--- src/common/board_ctrl_pkg.sv ---
//--------------------
// board control package
// register map, frame sizes and shared structs
//--------------------
`default_nettype none

package board_ctrl_pkg;

    //--------------------
    // sizes
    //--------------------
    localparam int REG_DW          = 16;
    localparam int REG_AW          = 7;   // eighth command bit is the read flag
    localparam int CMD_BITS        = 8;
    localparam int DATA_BITS       = 16;
    localparam int FRAME_BITS      = CMD_BITS + DATA_BITS;
    localparam int BIT_CNT_W       = $clog2(FRAME_BITS + 1);
    localparam int SYNC_STAGES     = 2;   // pin synchronizer depth
    localparam int ETH_PORTS       = 4;
    localparam int TEMP_W          = 12;
    localparam int TEST_ARRAY_LEN  = 8;
    localparam int TEST_IDX_W      = $clog2(TEST_ARRAY_LEN);

    // firmware identification
    localparam logic [31:0] FW_DATE = 32'h5A17_0C21;
    localparam logic [31:0] FW_TIME = 32'h0013_4507;
    localparam logic [15:0] FW_TYPE = 16'h0B41;

    // simulation scale, raise for hardware
    localparam int LED_HALF_PERIOD = 1000;
    localparam int LED_CNT_W       = $clog2(LED_HALF_PERIOD);

    //--------------------
    // register addresses
    //--------------------
    localparam logic [REG_AW-1:0] RA_FW_DATE_LO = 7'h00;
    localparam logic [REG_AW-1:0] RA_FW_DATE_HI = 7'h01;
    localparam logic [REG_AW-1:0] RA_FW_TIME_LO = 7'h02;
    localparam logic [REG_AW-1:0] RA_FW_TIME_HI = 7'h03;
    localparam logic [REG_AW-1:0] RA_FW_TYPE    = 7'h04;
    localparam logic [REG_AW-1:0] RA_TEMP       = 7'h05;
    localparam logic [REG_AW-1:0] RA_LINK       = 7'h06;
    localparam logic [REG_AW-1:0] RA_PHY_RST    = 7'h07;
    localparam logic [REG_AW-1:0] RA_MDC        = 7'h08;
    localparam logic [REG_AW-1:0] RA_MDIO_OUT   = 7'h09;
    localparam logic [REG_AW-1:0] RA_MDIO_DIR   = 7'h0A;
    localparam logic [REG_AW-1:0] RA_MDIO_IN    = 7'h0B;
    localparam logic [REG_AW-1:0] RA_TEST_BASE  = 7'h10;  // 8 entries up to 0x17

    //--------------------
    // structs
    //--------------------
    typedef struct packed {
        logic              strobe;  // one cycle per write frame
        logic [REG_AW-1:0] addr;
        logic [REG_DW-1:0] data;
    } reg_wr_t;

    typedef struct packed {
        logic [ETH_PORTS-1:0] phy_rst;
        logic                 mdc;
        logic                 mdio_out;
        logic                 mdio_oe;  // high drives the mdio pin
    } phy_ctrl_t;

endpackage

`default_nettype wire
--- src/verilog/board_ctrl_top.sv ---
//--------------------
// board control top
// spi register port, shared miso with flash, debug led
//--------------------
`timescale 1ns/10ps
`default_nettype none

module board_ctrl_top
    import board_ctrl_pkg::*;
(
    input  wire                  reg_clk,
    input  wire                  arst_n_i,
    input  wire                  spi_sclk_i,
    input  wire  [1:0]           spi_cs_i,      // [1] reg port, [0] flash
    input  wire                  spi_mosi_i,
    input  wire                  flash_miso_i,
    input  wire  [TEMP_W-1:0]    temp_i,
    input  wire  [ETH_PORTS-1:0] link_i,
    input  wire                  mdio_i,
    output logic                 spi_miso_o,
    output logic                 flash_cs_o,
    output logic                 flash_mosi_o,
    output logic [ETH_PORTS-1:0] eth_phy_rst_o,
    output logic                 mdc_o,
    output logic                 mdio_o,
    output logic                 mdio_oe_o,
    output logic                 dbg_led_o
);

    logic                sel;
    logic                rise;
    logic [CMD_BITS-1:0] rx_byte;
    logic                load;
    logic [REG_DW-1:0]   load_data;
    logic [REG_AW-1:0]   rd_addr;
    logic [REG_DW-1:0]   rd_data;
    logic                reg_miso;
    reg_wr_t             wr;
    phy_ctrl_t           phy;

    //--------------------
    // spi register port
    //--------------------
    spi_shifter u_shifter (
        .reg_clk     (reg_clk),
        .arst_n_i    (arst_n_i),
        .sclk_i      (spi_sclk_i),
        .cs_n_i      (spi_cs_i[1]),
        .mosi_i      (spi_mosi_i),
        .load_i      (load),
        .load_data_i (load_data),
        .miso_o      (reg_miso),
        .sel_o       (sel),
        .rise_o      (rise),
        .rx_byte_o   (rx_byte)
    );

    spi_frame_ctrl u_frame_ctrl (
        .reg_clk     (reg_clk),
        .arst_n_i    (arst_n_i),
        .sel_i       (sel),
        .rise_i      (rise),
        .rx_byte_i   (rx_byte),
        .rd_data_i   (rd_data),
        .load_o      (load),
        .load_data_o (load_data),
        .rd_addr_o   (rd_addr),
        .wr_o        (wr)
    );

    reg_file u_reg_file (
        .reg_clk   (reg_clk),
        .arst_n_i  (arst_n_i),
        .wr_i      (wr),
        .rd_addr_i (rd_addr),
        .temp_i    (temp_i),
        .link_i    (link_i),
        .mdio_i    (mdio_i),
        .rd_data_o (rd_data),
        .phy_o     (phy)
    );

    led_blinker u_led (
        .reg_clk  (reg_clk),
        .arst_n_i (arst_n_i),
        .led_o    (dbg_led_o)
    );

    // flash shares sclk and mosi, a deselected device reads as 1
    assign flash_cs_o   = spi_cs_i[0];
    assign flash_mosi_o = spi_mosi_i;
    assign spi_miso_o   = (flash_miso_i | spi_cs_i[0]) & (reg_miso | spi_cs_i[1]);

    assign eth_phy_rst_o = phy.phy_rst;
    assign mdc_o         = phy.mdc;
    assign mdio_o        = phy.mdio_out;
    assign mdio_oe_o     = phy.mdio_oe;

endmodule

`default_nettype wire

--- src/verilog/led_blinker.sv ---
//--------------------
// debug led blinker
//--------------------
`timescale 1ns/10ps
`default_nettype none

module led_blinker
    import board_ctrl_pkg::*;
(
    input  wire  reg_clk,
    input  wire  arst_n_i,
    output logic led_o
);

    logic [LED_CNT_W-1:0] cnt_q;
    logic                 led_q;
    logic                 cnt_wrap;

    assign cnt_wrap = (cnt_q == LED_CNT_W'(LED_HALF_PERIOD - 1));

    always_ff @(posedge reg_clk or negedge arst_n_i) begin
        if (!arst_n_i) begin
            cnt_q <= '0;
            led_q <= 1'b0;
        end else if (cnt_wrap) begin
            cnt_q <= '0;
            led_q <= ~led_q;  // half period done
        end else begin
            cnt_q <= cnt_q + 1'b1;
        end
    end

    assign led_o = led_q;

    a_cnt_range: assert property (@(posedge reg_clk) disable iff (!arst_n_i)
        cnt_q < LED_CNT_W'(LED_HALF_PERIOD))
        else $error("blink counter out of range");

endmodule

`default_nettype wire

--- src/verilog/reg_file.sv ---
//--------------------
// board register file
// phy and mdio controls, test array, read mux
//--------------------
`timescale 1ns/10ps
`default_nettype none

module reg_file
    import board_ctrl_pkg::*;
(
    input  wire                  reg_clk,
    input  wire                  arst_n_i,
    input  wire reg_wr_t         wr_i,
    input  wire  [REG_AW-1:0]    rd_addr_i,
    input  wire  [TEMP_W-1:0]    temp_i,
    input  wire  [ETH_PORTS-1:0] link_i,
    input  wire                  mdio_i,
    output logic [REG_DW-1:0]    rd_data_o,
    output phy_ctrl_t            phy_o
);

    phy_ctrl_t         phy_q;
    logic [REG_DW-1:0] test_q [TEST_ARRAY_LEN];
    logic [REG_AW-1:0] wr_off;
    logic [REG_AW-1:0] rd_off;

    // true inside the test array window
    function automatic logic test_hit(input logic [REG_AW-1:0] addr);
        logic [REG_AW-1:0] off;
        off = addr - RA_TEST_BASE;
        return (addr >= RA_TEST_BASE) && (off < REG_AW'(TEST_ARRAY_LEN));
    endfunction

    assign wr_off = wr_i.addr - RA_TEST_BASE;
    assign rd_off = rd_addr_i - RA_TEST_BASE;

    //--------------------
    // writes
    //--------------------
    always_ff @(posedge reg_clk or negedge arst_n_i) begin
        if (!arst_n_i) begin
            phy_q <= '0;
            for (int i = 0; i < TEST_ARRAY_LEN; i++) begin
                test_q[i] <= '0;
            end
        end else if (wr_i.strobe) begin
            case (wr_i.addr)
                RA_PHY_RST:  phy_q.phy_rst  <= wr_i.data[ETH_PORTS-1:0];
                RA_MDC:      phy_q.mdc      <= wr_i.data[0];
                RA_MDIO_OUT: phy_q.mdio_out <= wr_i.data[0];
                RA_MDIO_DIR: phy_q.mdio_oe  <= wr_i.data[0];
                default: begin
                    // read-only and unmapped addresses fall out here
                    if (test_hit(wr_i.addr)) begin
                        test_q[wr_off[TEST_IDX_W-1:0]] <= wr_i.data;
                    end
                end
            endcase
        end
    end

    //--------------------
    // read mux
    //--------------------
    always_comb begin
        rd_data_o = '0;
        case (rd_addr_i)
            RA_FW_DATE_LO: rd_data_o = FW_DATE[15:0];
            RA_FW_DATE_HI: rd_data_o = FW_DATE[31:16];
            RA_FW_TIME_LO: rd_data_o = FW_TIME[15:0];
            RA_FW_TIME_HI: rd_data_o = FW_TIME[31:16];
            RA_FW_TYPE:    rd_data_o = FW_TYPE;
            RA_TEMP:       rd_data_o = REG_DW'(temp_i);
            RA_LINK:       rd_data_o = REG_DW'(link_i);
            RA_PHY_RST:    rd_data_o = REG_DW'(phy_q.phy_rst);
            RA_MDC:        rd_data_o = REG_DW'(phy_q.mdc);
            RA_MDIO_OUT:   rd_data_o = REG_DW'(phy_q.mdio_out);
            RA_MDIO_DIR:   rd_data_o = REG_DW'(phy_q.mdio_oe);
            RA_MDIO_IN:    rd_data_o = REG_DW'(mdio_i);  // raw pin level
            default: begin
                if (test_hit(rd_addr_i)) begin
                    rd_data_o = test_q[rd_off[TEST_IDX_W-1:0]];
                end
            end
        endcase
    end

    assign phy_o = phy_q;

endmodule

`default_nettype wire

--- src/verilog/spi_reg_port/spi_frame_ctrl.sv ---
//--------------------
// spi frame control
// decodes command and data bits into read loads and write strobes
//--------------------
`timescale 1ns/10ps
`default_nettype none

module spi_frame_ctrl
    import board_ctrl_pkg::*;
(
    input  wire                 reg_clk,
    input  wire                 arst_n_i,
    input  wire                 sel_i,
    input  wire                 rise_i,
    input  wire  [CMD_BITS-1:0] rx_byte_i,
    input  wire  [REG_DW-1:0]   rd_data_i,
    output logic                load_o,
    output logic [REG_DW-1:0]   load_data_o,
    output logic [REG_AW-1:0]   rd_addr_o,
    output reg_wr_t             wr_o
);

    typedef enum logic [1:0] {
        ST_IDLE,  // no bits yet
        ST_CMD,
        ST_DATA,
        ST_DONE   // frame complete, extra bits ignored
    } state_t;

    state_t                         state_q;
    logic [BIT_CNT_W-1:0]           bit_cnt_q;
    logic [CMD_BITS-1:0]            cmd_q;
    logic [DATA_BITS-CMD_BITS-1:0]  data_hi_q;
    logic [DATA_BITS-1:0]           wr_data_q;
    logic                           load_q;
    logic                           wr_strobe_q;
    logic                           rd_frame_q;  // read load seen in this frame
    logic                           bit_tick;
    logic                           cmd_last;
    logic                           hi_last;
    logic                           frame_last;

    assign bit_tick   = sel_i && rise_i && (state_q != ST_DONE);
    assign cmd_last   = bit_tick && (state_q == ST_CMD)
                        && (bit_cnt_q == BIT_CNT_W'(CMD_BITS - 1));
    assign hi_last    = bit_tick && (state_q == ST_DATA)
                        && (bit_cnt_q == BIT_CNT_W'(2 * CMD_BITS - 1));
    assign frame_last = bit_tick && (state_q == ST_DATA)
                        && (bit_cnt_q == BIT_CNT_W'(FRAME_BITS - 1));

    //--------------------
    // control fsm
    //--------------------
    always_ff @(posedge reg_clk or negedge arst_n_i) begin
        if (!arst_n_i) begin
            state_q     <= ST_IDLE;
            bit_cnt_q   <= '0;
            cmd_q       <= '0;
            load_q      <= 1'b0;
            wr_strobe_q <= 1'b0;
        end else begin
            load_q      <= 1'b0;
            wr_strobe_q <= 1'b0;
            if (!sel_i) begin
                state_q   <= ST_IDLE;  // abort, partial frame is dropped
                bit_cnt_q <= '0;
            end else if (bit_tick) begin
                bit_cnt_q <= bit_cnt_q + 1'b1;
                if (cmd_last) begin
                    cmd_q   <= rx_byte_i;
                    state_q <= ST_DATA;
                    load_q  <= rx_byte_i[CMD_BITS-1];  // read flag
                end else if (frame_last) begin
                    state_q     <= ST_DONE;
                    wr_strobe_q <= ~cmd_q[CMD_BITS-1];
                end else if (state_q == ST_IDLE) begin
                    state_q <= ST_CMD;
                end
            end
        end
    end

    // write data collected in two bytes
    always_ff @(posedge reg_clk) begin
        if (hi_last) begin
            data_hi_q <= rx_byte_i;
        end
        if (frame_last) begin
            wr_data_q <= {data_hi_q, rx_byte_i};
        end
    end

    // marks a frame that already issued a read load
    always_ff @(posedge reg_clk or negedge arst_n_i) begin
        if (!arst_n_i) begin
            rd_frame_q <= 1'b0;
        end else if (!sel_i) begin
            rd_frame_q <= 1'b0;
        end else if (load_q) begin
            rd_frame_q <= 1'b1;
        end
    end

    assign rd_addr_o   = cmd_q[REG_AW-1:0];
    assign load_o      = load_q;
    assign load_data_o = rd_data_i;  // valid the cycle after cmd latch
    assign wr_o        = '{strobe: wr_strobe_q, addr: cmd_q[REG_AW-1:0], data: wr_data_q};

    a_wr_single: assert property (@(posedge reg_clk) disable iff (!arst_n_i)
        wr_o.strobe |=> !wr_o.strobe)
        else $error("write strobe longer than one cycle");

    a_wr_not_read: assert property (@(posedge reg_clk) disable iff (!arst_n_i)
        wr_o.strobe |-> !rd_frame_q)
        else $error("write strobe in a read frame");

endmodule

`default_nettype wire

--- src/verilog/spi_reg_port/spi_shifter.sv ---
//--------------------
// spi pin synchronizer and bit shifter
// mode 0, rx byte on sclk rise, tx word on sclk fall
//--------------------
`timescale 1ns/10ps
`default_nettype none

module spi_shifter
    import board_ctrl_pkg::*;
(
    input  wire                 reg_clk,
    input  wire                 arst_n_i,
    input  wire                 sclk_i,
    input  wire                 cs_n_i,
    input  wire                 mosi_i,
    input  wire                 load_i,
    input  wire  [REG_DW-1:0]   load_data_i,
    output logic                miso_o,
    output logic                sel_o,
    output logic                rise_o,
    output logic [CMD_BITS-1:0] rx_byte_o
);

    typedef struct packed {
        logic sclk;
        logic cs_n;
        logic mosi;
    } spi_pins_t;

    spi_pins_t                   pins_in;
    spi_pins_t [SYNC_STAGES-1:0] sync_q;
    spi_pins_t                   pins_s;   // synchronized pins
    logic                        sclk_d;
    logic                        rise_det;
    logic                        fall_det;
    logic                        sel_s;
    logic                        rise_q;
    logic                        sel_q;
    logic                        hold_q;
    logic [REG_DW-1:0]           tx_q;
    logic [CMD_BITS-1:0]         rx_q;

    assign pins_in  = '{sclk: sclk_i, cs_n: cs_n_i, mosi: mosi_i};
    assign pins_s   = sync_q[SYNC_STAGES-1];
    assign sel_s    = ~pins_s.cs_n;
    assign rise_det = pins_s.sclk & ~sclk_d;
    assign fall_det = ~pins_s.sclk & sclk_d;

    //--------------------
    // synchronizer and edge detect
    //--------------------
    always_ff @(posedge reg_clk or negedge arst_n_i) begin
        if (!arst_n_i) begin
            for (int i = 0; i < SYNC_STAGES; i++) begin
                sync_q[i] <= '{sclk: 1'b0, cs_n: 1'b1, mosi: 1'b0};
            end
            sclk_d <= 1'b0;
            rise_q <= 1'b0;
            sel_q  <= 1'b0;
        end else begin
            sync_q <= {sync_q[SYNC_STAGES-2:0], pins_in};
            sclk_d <= pins_s.sclk;
            rise_q <= rise_det & sel_s;  // lines up with rx_q update
            sel_q  <= sel_s;
        end
    end

    // receive byte, msb first
    always_ff @(posedge reg_clk) begin
        if (rise_det && sel_s) begin
            rx_q <= {rx_q[CMD_BITS-2:0], pins_s.mosi};
        end
    end

    //--------------------
    // transmit word
    //--------------------
    // the fall right after a load keeps bit 15 on miso so the
    // master samples it on the next rise
    always_ff @(posedge reg_clk or negedge arst_n_i) begin
        if (!arst_n_i) begin
            tx_q   <= '1;
            hold_q <= 1'b0;
        end else if (!sel_s) begin
            tx_q   <= '1;  // idle high
            hold_q <= 1'b0;
        end else if (load_i) begin
            tx_q   <= load_data_i;
            hold_q <= 1'b1;
        end else if (fall_det) begin
            if (hold_q) begin
                hold_q <= 1'b0;
            end else begin
                tx_q <= {tx_q[REG_DW-2:0], 1'b1};
            end
        end
    end

    assign miso_o    = tx_q[REG_DW-1];
    assign sel_o     = sel_q;
    assign rise_o    = rise_q;
    assign rx_byte_o = rx_q;

    a_rise_in_frame: assert property (@(posedge reg_clk) disable iff (!arst_n_i)
        rise_o |-> sel_o)
        else $error("sclk rise reported outside a selected frame");

endmodule

`default_nettype wire

--- config.mk ---
export PLATFORM = sky130hd
export DESIGN_NAME = board_ctrl_top
export DESIGN_NICKNAME = d
export VERILOG_FILES = /design/src/common/board_ctrl_pkg.sv /design/src/verilog/board_ctrl_top.sv /design/src/verilog/led_blinker.sv /design/src/verilog/reg_file.sv /design/src/verilog/spi_reg_port/spi_frame_ctrl.sv /design/src/verilog/spi_reg_port/spi_shifter.sv
export SDC_FILE = /design/constraint.sdc
export NUM_CORES = 1
export LEC_CHECK = 0
export BUFFER_PORTS_ARGS = -buffer_cell sky130_fd_sc_hd__buf_2
export CAP_MARGIN = 30
export CORE_UTILIZATION = 56
export CTS_CLUSTER_DIAMETER = 40
export DETAILED_ROUTE_END_ITERATION = 16
export GPL_TIMING_DRIVEN = 1
export PLACE_DENSITY = 0.76
export SLEW_MARGIN = 20
export SYNTH_ARGS = -nofsm -noshare
export SYNTH_HDL_FRONTEND = slang
export SYNTH_SLANG_ARGS = --single-unit
--- constraint.sdc ---
create_clock -name reg_clk -period 1.9 [get_ports reg_clk]
set_input_delay 0.095 -clock reg_clk [delete_from_list [all_inputs] [get_ports reg_clk]]
set_output_delay 0.095 -clock reg_clk [all_outputs]
set_load 0.02 [all_outputs]
==> impl_metrics.csv, run 1 <==
group,metric,value,unit
sta,maxSlewViolCount,0,
worst_setup_path,rr_endpoint,"u_reg_file.test_q[20]",
drt,first_pass_iters,7,
worst_setup_path,start_kind,"flip-flop",
power_and_ir_drop,total_power,10.9,mW
clock_network,cts_tree,"yes",
cells_and_area,nets,829,
floorplan,coreArea,17400,µm²
drt,antenna_left,0,
floorplan,initial_core_util,57.7,%
run_status,failed_checks,"negative setup slack",
drt,finalWirelength,24000,µm
cells_and_area,design_area,12200,µm²
power_and_ir_drop,cellLeakagePower,5.51,nW
sta,fin_crit_sh,110,%
worst_setup_path,cp_max_fo,8,
synthesis,ys_warn_count,0,
clock_network,cts.clk_slew.worst_paths,0.06,ns
hold_path,whs_endpoint,"u_shifter.tx_q[7]",
worst_setup_path,r2r_start,"u_frame_ctrl.cmd_q[4]",
synthesis,synthFlopType,"dfrtp_1",
sta,whs,0.0342,ns
synthesis,ys_seq_elements,221,
hold_path,hold_class,"primary input to flip-flop",
worst_setup_path,crit_type,"flip-flop to flip-flop",
synthesis,synthesis.area,10000,µm²
drt,drtIter0Drc,573,
floorplan,rows,48,
worst_setup_path,worst-r2r-cell-count,8,
cells_and_area,antenna-diode-count,0,
synthesis,synth-seq-area-share,56.9,%
floorplan,io_pins,35,
sta,setup_tns,-13.14,ns
synthesis,yosys-top-cells-area,"dfrtp_1, mux2_2, edfxtp_1, mux2i_1, dfstp_2",
synthesis,synthMuxAreaShare,24.6,%
clock_network,htreeDepth,1,
drt,wl_per_cell,22.8,µm
synthesis,synth_fa_ha_area_share,0.623,%
cells_and_area,fill_cells,1129,
cells_and_area,register_area,5720,µm²
global_routing,grt_use_total,27.1,%
synthesis,syn-num-nets,734,
synthesis,synth_top_family_by_area,"multiplexers",
cells_and_area,layout_common_cells,"dfrtp_1, mux2_2, mux2i_1",
sta,rsz0062_at_grt,"yes",
worst_setup_path,critPathArrivalTime,2.49,ns
placement,place_inst,984,
floorplan,die_x,136,µm
job,maxCapViolations,0,
power_and_ir_drop,power_density,897,nW/µm²
placement,port-buffer-count,34,
sta,slew_headroom,61.9,%
run_status,status,"finished, violations left",
clock_network,cts_inserted_buffers,30,
sta,finalSetupViolCount,132,
clock_network,root_buffer,"clkbuf_16",
sta,hold_viol_final,0,
synthesis,synth.largest_area_cell,"dfrtp_1",
hold_path,hp-start,"temp_i[7]",
drt,drc,0,
synthesis,synth_area_per_cell,14.2,µm²
floorplan,dieHeight,136,µm
placement,pre_cts_ws,-0.152,ns
placement,place_hpwl,15500,µm
cells_and_area,multiInputGateArea,4190,µm²
sta,fmax,480,MHz
power_and_ir_drop,vdd_drop_max,0.817,mV
placement,placedInstanceArea,10900,µm²
drt,viasPerCell,6.13,
global_routing,grt_pass1_wl,37900,µm
synthesis,synthXorXnorAreaFrac,1.32,%
worst_setup_path,ff2ff_setup_slack,-0.18,ns
global_routing,overflow,0,
cells_and_area,layout-drive-gt1-share,43.6,%
synthesis,synthesis.instances,705,
synthesis,synth_top_area_share,42.6,%
sta,worstMarginPinSlew,0.571,ns
clock_network,cts.sinks,221,
drt,vias,6429,
cells_and_area,utilization,70.0,%
clock_network,cts.path.max_buffers,3,
synthesis,synth_edf_count,32,
synthesis,synth_compound_area_share,6.49,%
global_routing,antenna_found_initial,0,
synthesis,synth.distinct_cells,69,
worst_setup_path,end_kind,"flip-flop",
synthesis,yosys.area_share.simple,7.20,%
placement,place_congestion,0.849,
synthesis,synthArstFlopShare,85.5,%
global_routing,first_global_vias,6905,
hold_path,hold-path-cell-count,4,
sta,finalClockSkew,0.0179,ns
worst_setup_path,worstPathRequired,2.31,ns
cells_and_area,layout_commonest_cell,"dfrtp_1",
sta,post-route-min-period,2.08,ns
global_routing,grt_max_degree,56,
clock_network,clk_latency,0.54,ns
floorplan,dieArea,18500,µm²
cells_and_area,syn2layout_area_growth,21.4,%
cells_and_area,final_cells,1049,
sta,setup_ws,-0.185,ns
==> repair_timing <==
item / in CTS / in global routing
setup endpoints to repair: 110 / 140
buffers inserted: 2 / 2
hold buffers: 5 / 0
gates resized for setup: 23 / 18
pin swaps: 0 / 4
hold endpoints to repair: 142 / 0
cloned: 1 / 0
==> critical path, cell delays in order (launching register included) <==
cell	delay, ns
dfrtp_1	0.37
inv_2	0.07
ha_4	0.25
and3b_2	0.24
nand4b_4	0.17
buf_4	0.19
nor2b_4	0.16
buf_6	0.18
mux2_2	0.35
==> final cells by class <==
cell class / instances / share of cell area [%]
Timing Repair Buffer: 103 / 7.48
Clock buffer: 33 / 6.59
Inverter: 6 / 0.185
Sequential cell: 221 / 46.9
Multi-Input combinational cell: 438 / 34.4
Tap cell: 225 / 2.31
Clock inverter: 23 / 2.15
==> registers in the layout, indices dropped and copies added (netlist names), 2 cells and up <==
| register | count |
|---|---|
| u_frame_ctrl.wr_data_q | 16 |
| u_shifter.pins_s | 3 |
| u_reg_file.phy_o | 7 |
| u_reg_file.test_q | 128 |
| u_led.cnt_q | 10 |
| u_frame_ctrl.bit_cnt_q | 5 |
| u_frame_ctrl.state_q | 2 |
| u_frame_ctrl.data_hi_q | 8 |
| u_frame_ctrl.cmd_q | 8 |
| u_shifter.sync_q | 3 |
| u_shifter.rx_byte_o | 8 |
| u_shifter.tx_q | 16 |
==> power breakdown <==
group / total (mW) / switching (mW) / internal, mW
combinational: 0.238 / 0.153 / 0.0844
clock: 5.80 / 2.26 / 3.54
sequential: 4.89 / 0.0332 / 4.86
==> cell families (layout without fill, tap and decap cells) <==
| kind of cell | count (synthesis) | in the layout |
|---|---|---|
| and+or+nand+nor | 116 | 116 |
| adders and majority gates | 5 | 5 |
| AOI/OAI and AO/OA | 96 | 96 |
| xor gates and xnor gates | 13 | 13 |
| buffers and inverters | 46 | 165 |
| muxes | 208 | 208 |
| DFF | 221 | 221 |
==> cell usage after synthesis (all sizes together), types with 6 or more instances <==
master,n
a21o,6
a21oi,22
a22oi,24
a31oi,9
and2,7
buf,29
clkbuf,11
dfrtp,171
dfstp,18
edfxtp,32
inv,6
mux2,148
mux2i,50
mux4,10
nand2,27
nand2b,7
nand3,9
nand4,6
nor2,14
nor2b,11
nor3b,6
o21ai,11
xnor2,6
xor2,7
==> worst max path at each step <==
stage / slack, ns / from / cells past startpoint / to
floorplan: -0.08 / u_frame_ctrl.cmd_q[4] / 7 / u_reg_file.test_q[82]
global placement: -0.09 / u_frame_ctrl.cmd_q[5] / 7 / u_reg_file.test_q[80]
detailed placement: -0.15 / u_frame_ctrl.cmd_q[5] / 7 / u_reg_file.test_q[81]
CTS: -0.14 / u_frame_ctrl.cmd_q[4] / 8 / u_reg_file.test_q[81]
global route: -0.25 / u_frame_ctrl.cmd_q[4] / 8 / u_reg_file.test_q[20]
finish: -0.18 / u_frame_ctrl.cmd_q[4] / 8 / u_reg_file.test_q[20]
==> metal layers <==
metal | part of all wire, % | global-route usage [%] | vias up | routed length (µm)
li1 | - | - | 2805 | -
met1 | 41 | 35.2 | 3316 | 9880
met2 | 49 | 43.9 | 246 | 11600
met3 | 6.8 | 6.71 | 62 | 1630
met4 | 3.4 | 10.3 | 0 | 816
met5 | 0 | 0 | - | 0
Note: power is estimated with default switching activity, not from simulation.
==> inputs of run 2 (changes only) <==
- ABC_AREA: not set -> 1
- CORE_UTILIZATION: 56 -> 58
- CTS_BUF_LIST: not set -> sky130_fd_sc_hd__clkbuf_2 sky130_fd_sc_hd__clkbuf_4 sky130_fd_sc_hd__clkbuf_8
- PLACE_DENSITY: 0.76 -> 0.78
- SKIP_LAST_GASP: not set -> 1
==> run 2 against run 1 <==
  * The flow still finishes with violations (negative setup slack)
  * Utilization is 1.2 points higher
  * Via count is 32% higher
  * Register-to-register slack gained 0.12 ns
  * Final cell count up 50%
  * Clock skew fell by 0.0029 ns
  * Global-route usage rose by 1.5 points
  * Synthesized area grew 1.6%
  * Synthesized cell count up 72%
  * Critical endpoint is now u_reg_file.test_q[83]
  * Largest power group is now registers
==> impl_metrics.csv, run 2 <==
group,metric,value,unit
synthesis,ys_seq_elements,221,
floorplan,initial_core_util,59.2,%
global_routing,grt_use_total,28.6,%
sta,maxSlewViolCount,0,
synthesis,synth_top_area_share,42.0,%
sta,slew_headroom,61.8,%
worst_setup_path,end_kind,"flip-flop",
placement,port-buffer-count,34,
worst_setup_path,cp_max_fo,8,
floorplan,die_x,135,µm
sta,finalSetupViolCount,76,
worst_setup_path,crit_type,"flip-flop to flip-flop",
global_routing,grt_pass1_wl,40000,µm
global_routing,overflow,0,
sta,setup_tns,-1.64,ns
run_status,failed_checks,"negative setup slack",
sta,worstMarginPinSlew,0.569,ns
drt,drc,0,
synthesis,synth.largest_area_cell,"dfrtp_1",
synthesis,yosys-top-cells-area,"dfrtp_1, nand2_1, edfxtp_1, nor2_1, o21ai_1",
clock_network,cts_inserted_buffers,40,
sta,hold_viol_final,0,
synthesis,syn-num-nets,1242,
drt,drtIter0Drc,623,
synthesis,synth-seq-area-share,56.0,%
clock_network,cts.sinks,221,
drt,antenna_left,0,
sta,whs,0.0244,ns
cells_and_area,multiInputGateArea,4040,µm²
sta,rsz0062_at_grt,"yes",
power_and_ir_drop,power_density,787,nW/µm²
sta,setup_ws,-0.0648,ns
worst_setup_path,critPathArrivalTime,2.36,ns
synthesis,synth_area_per_cell,8.41,µm²
placement,place_hpwl,16800,µm
cells_and_area,final_cells,1569,
clock_network,cts.path.max_buffers,3,
floorplan,coreArea,17200,µm²
drt,wl_per_cell,16.7,µm
cells_and_area,nets,1345,
cells_and_area,fill_cells,1250,
sta,fmax,509,MHz
synthesis,synthArstFlopShare,85.5,%
clock_network,root_buffer,"clkbuf_8",
job,maxCapViolations,0,
clock_network,cts.clk_slew.worst_paths,0.06,ns
cells_and_area,top_register,"u_reg_file.test_q",
drt,first_pass_iters,7,
cells_and_area,largest_register_ff_count,128,
clock_network,clk_latency,0.53,ns
global_routing,antenna_found_initial,0,
power_and_ir_drop,vdd_drop_max,0.835,mV
synthesis,yosysMostFrequentCell,"nand2_1",
worst_setup_path,start_kind,"flip-flop",
drt,finalWirelength,26200,µm
cells_and_area,reg_top3,"u_reg_file.test_q (128), u_frame_ctrl.wr_data_q (16), u_shifter.tx_q (16)",
power_and_ir_drop,cellLeakagePower,5.97,nW
cells_and_area,layout_common_cells,"nand2_1, nor2_1, dfrtp_1",
floorplan,dieHeight,135,µm
clock_network,cts_tree,"yes",
global_routing,grt_max_degree,65,
sta,fin_crit_sh,103,%
floorplan,rows,48,
clock_network,htreeDepth,2,
cells_and_area,antenna-diode-count,0,
worst_setup_path,worstPathRequired,2.29,ns
cells_and_area,register_area,5710,µm²
cells_and_area,layout_commonest_cell,"nand2_1",
synthesis,synth_edf_count,32,
cells_and_area,syn2layout_area_growth,20.3,%
synthesis,synthesis.area,10200,µm²
synthesis,synthFlopType,"dfrtp_1",
synthesis,synth_commonest_cells,"nand2_1, nor2_1, dfrtp_1",
cells_and_area,layout-drive-gt1-share,19.7,%
placement,place_congestion,0.912,
drt,vias,8511,
run_status,status,"finished, violations left",
global_routing,first_global_vias,8068,
floorplan,io_pins,35,
hold_path,hold_class,"primary input to flip-flop",
synthesis,ys_warn_count,0,
sta,finalClockSkew,0.0150,ns
sta,post-route-min-period,1.96,ns
floorplan,dieArea,18100,µm²
synthesis,synth.distinct_cells,42,
drt,viasPerCell,5.42,
synthesis,synthesis.instances,1213,
placement,place_inst,1477,
run 2: power breakdown:
| part | switching, mW | internal, mW | total [mW] | leakage, nW |
|---|---|---|---|---|
| Combinational | 0.174 | 0.102 | 0.277 | 2.70 |
| Sequential | 0.0423 | 4.87 | 4.92 | 2.84 |
| Clock | 1.95 | 2.51 | 4.46 | 0.430 |
run 2: timing repair:
action                                 in CTS  in global routing
endpoints found under the hold margin     145                  0
buffers inserted                            0                  2
cloned                                      0                  6
pin swaps                                   0                  4
hold buffers                               14                  0
setup endpoints to repair                  13                137
resized for setup                           0                 77
run 2: area by class of cell:
| class | instances | area share [%] |
|---|---|---|
| clock inverters | 15 | 0.837 |
| repair buffers | 113 | 9.03 |
| flip-flops and latches | 221 | 46.6 |
| well taps | 225 | 2.30 |
| inverters | 85 | 2.68 |
| multi-input cells | 855 | 32.9 |
| clock buffers | 55 | 5.66 |
run 2: logic make-up (layout without fill, tap and decap cells):
kind of cell | count (synthesis) | count (layout) | synth area share, %
buffers and inverters | 137 | 268 | 7.18
XOR/XNOR | 3 | 3 | 0.258
AND/OR/NAND/NOR | 671 | 671 | 26.8
flip-flops | 221 | 221 | 56.0
multiplexers | 1 | 1 | 0.0982
adder cells (fa/ha/maj) | 5 | 5 | 0.613
AO/OA/AOI/OAI | 175 | 175 | 9.02
run 2: routing by layer:
| layer | up-vias | part of all wire (%) | track usage [%] |
|---|---|---|---|
| met2 | 335 | 47 | 46.0 |
| met3 | 56 | 7.5 | 5.03 |
| met5 | - | 0 | 0 |
| met4 | 0 | 3.1 | 11.8 |
| met1 | 4052 | 42 | 38.5 |
| li1 | 4068 | - | - |
run 2: worst paths after layout:
check                                      start                endpoint  slack, ns  cells after the start
max reg2reg                u_frame_ctrl.cmd_q[4]   u_reg_file.test_q[83]      -0.06                     11
min reg2reg                  u_shifter.sync_q[1]     u_shifter.pins_s[1]       0.35                      0
max                        u_frame_ctrl.cmd_q[4]   u_reg_file.test_q[83]      -0.06                     11
min in group asynchronous               arst_n_i  u_reg_file.test_q[121]       0.13                      2
min                                    temp_i[8]       u_shifter.tx_q[8]       0.02                      7
max in group asynchronous               arst_n_i     u_shifter.sync_q[1]       1.08                      3
run 2: worst max-delay path: stages (launching register included):
cell	delay [ns]
dfrtp_1	0.37
inv_2	0.07
ha_4	0.26
nand2_2	0.06
nor2_4	0.12
nand3_2	0.09
nor3_4	0.22
buf_12	0.21
nand2_8	0.11
buf_12	0.18
nand2_4	0.06
o21ai_2	0.06
run 2: through the flow:
step	setup slack, ns	area, µm²	util [%]	total power [mW]
after global routing	-0.153	12300	71.1	9.98
after detailed placement	-0.0122	10900	63.0	5.25
final	-0.0648	12300	71.1	9.65
after global placement	0.0817	10900	63.0	5.25
after floorplan	-0.103	10200	-	5.09
after CTS	-0.0384	11800	68.4	9.72
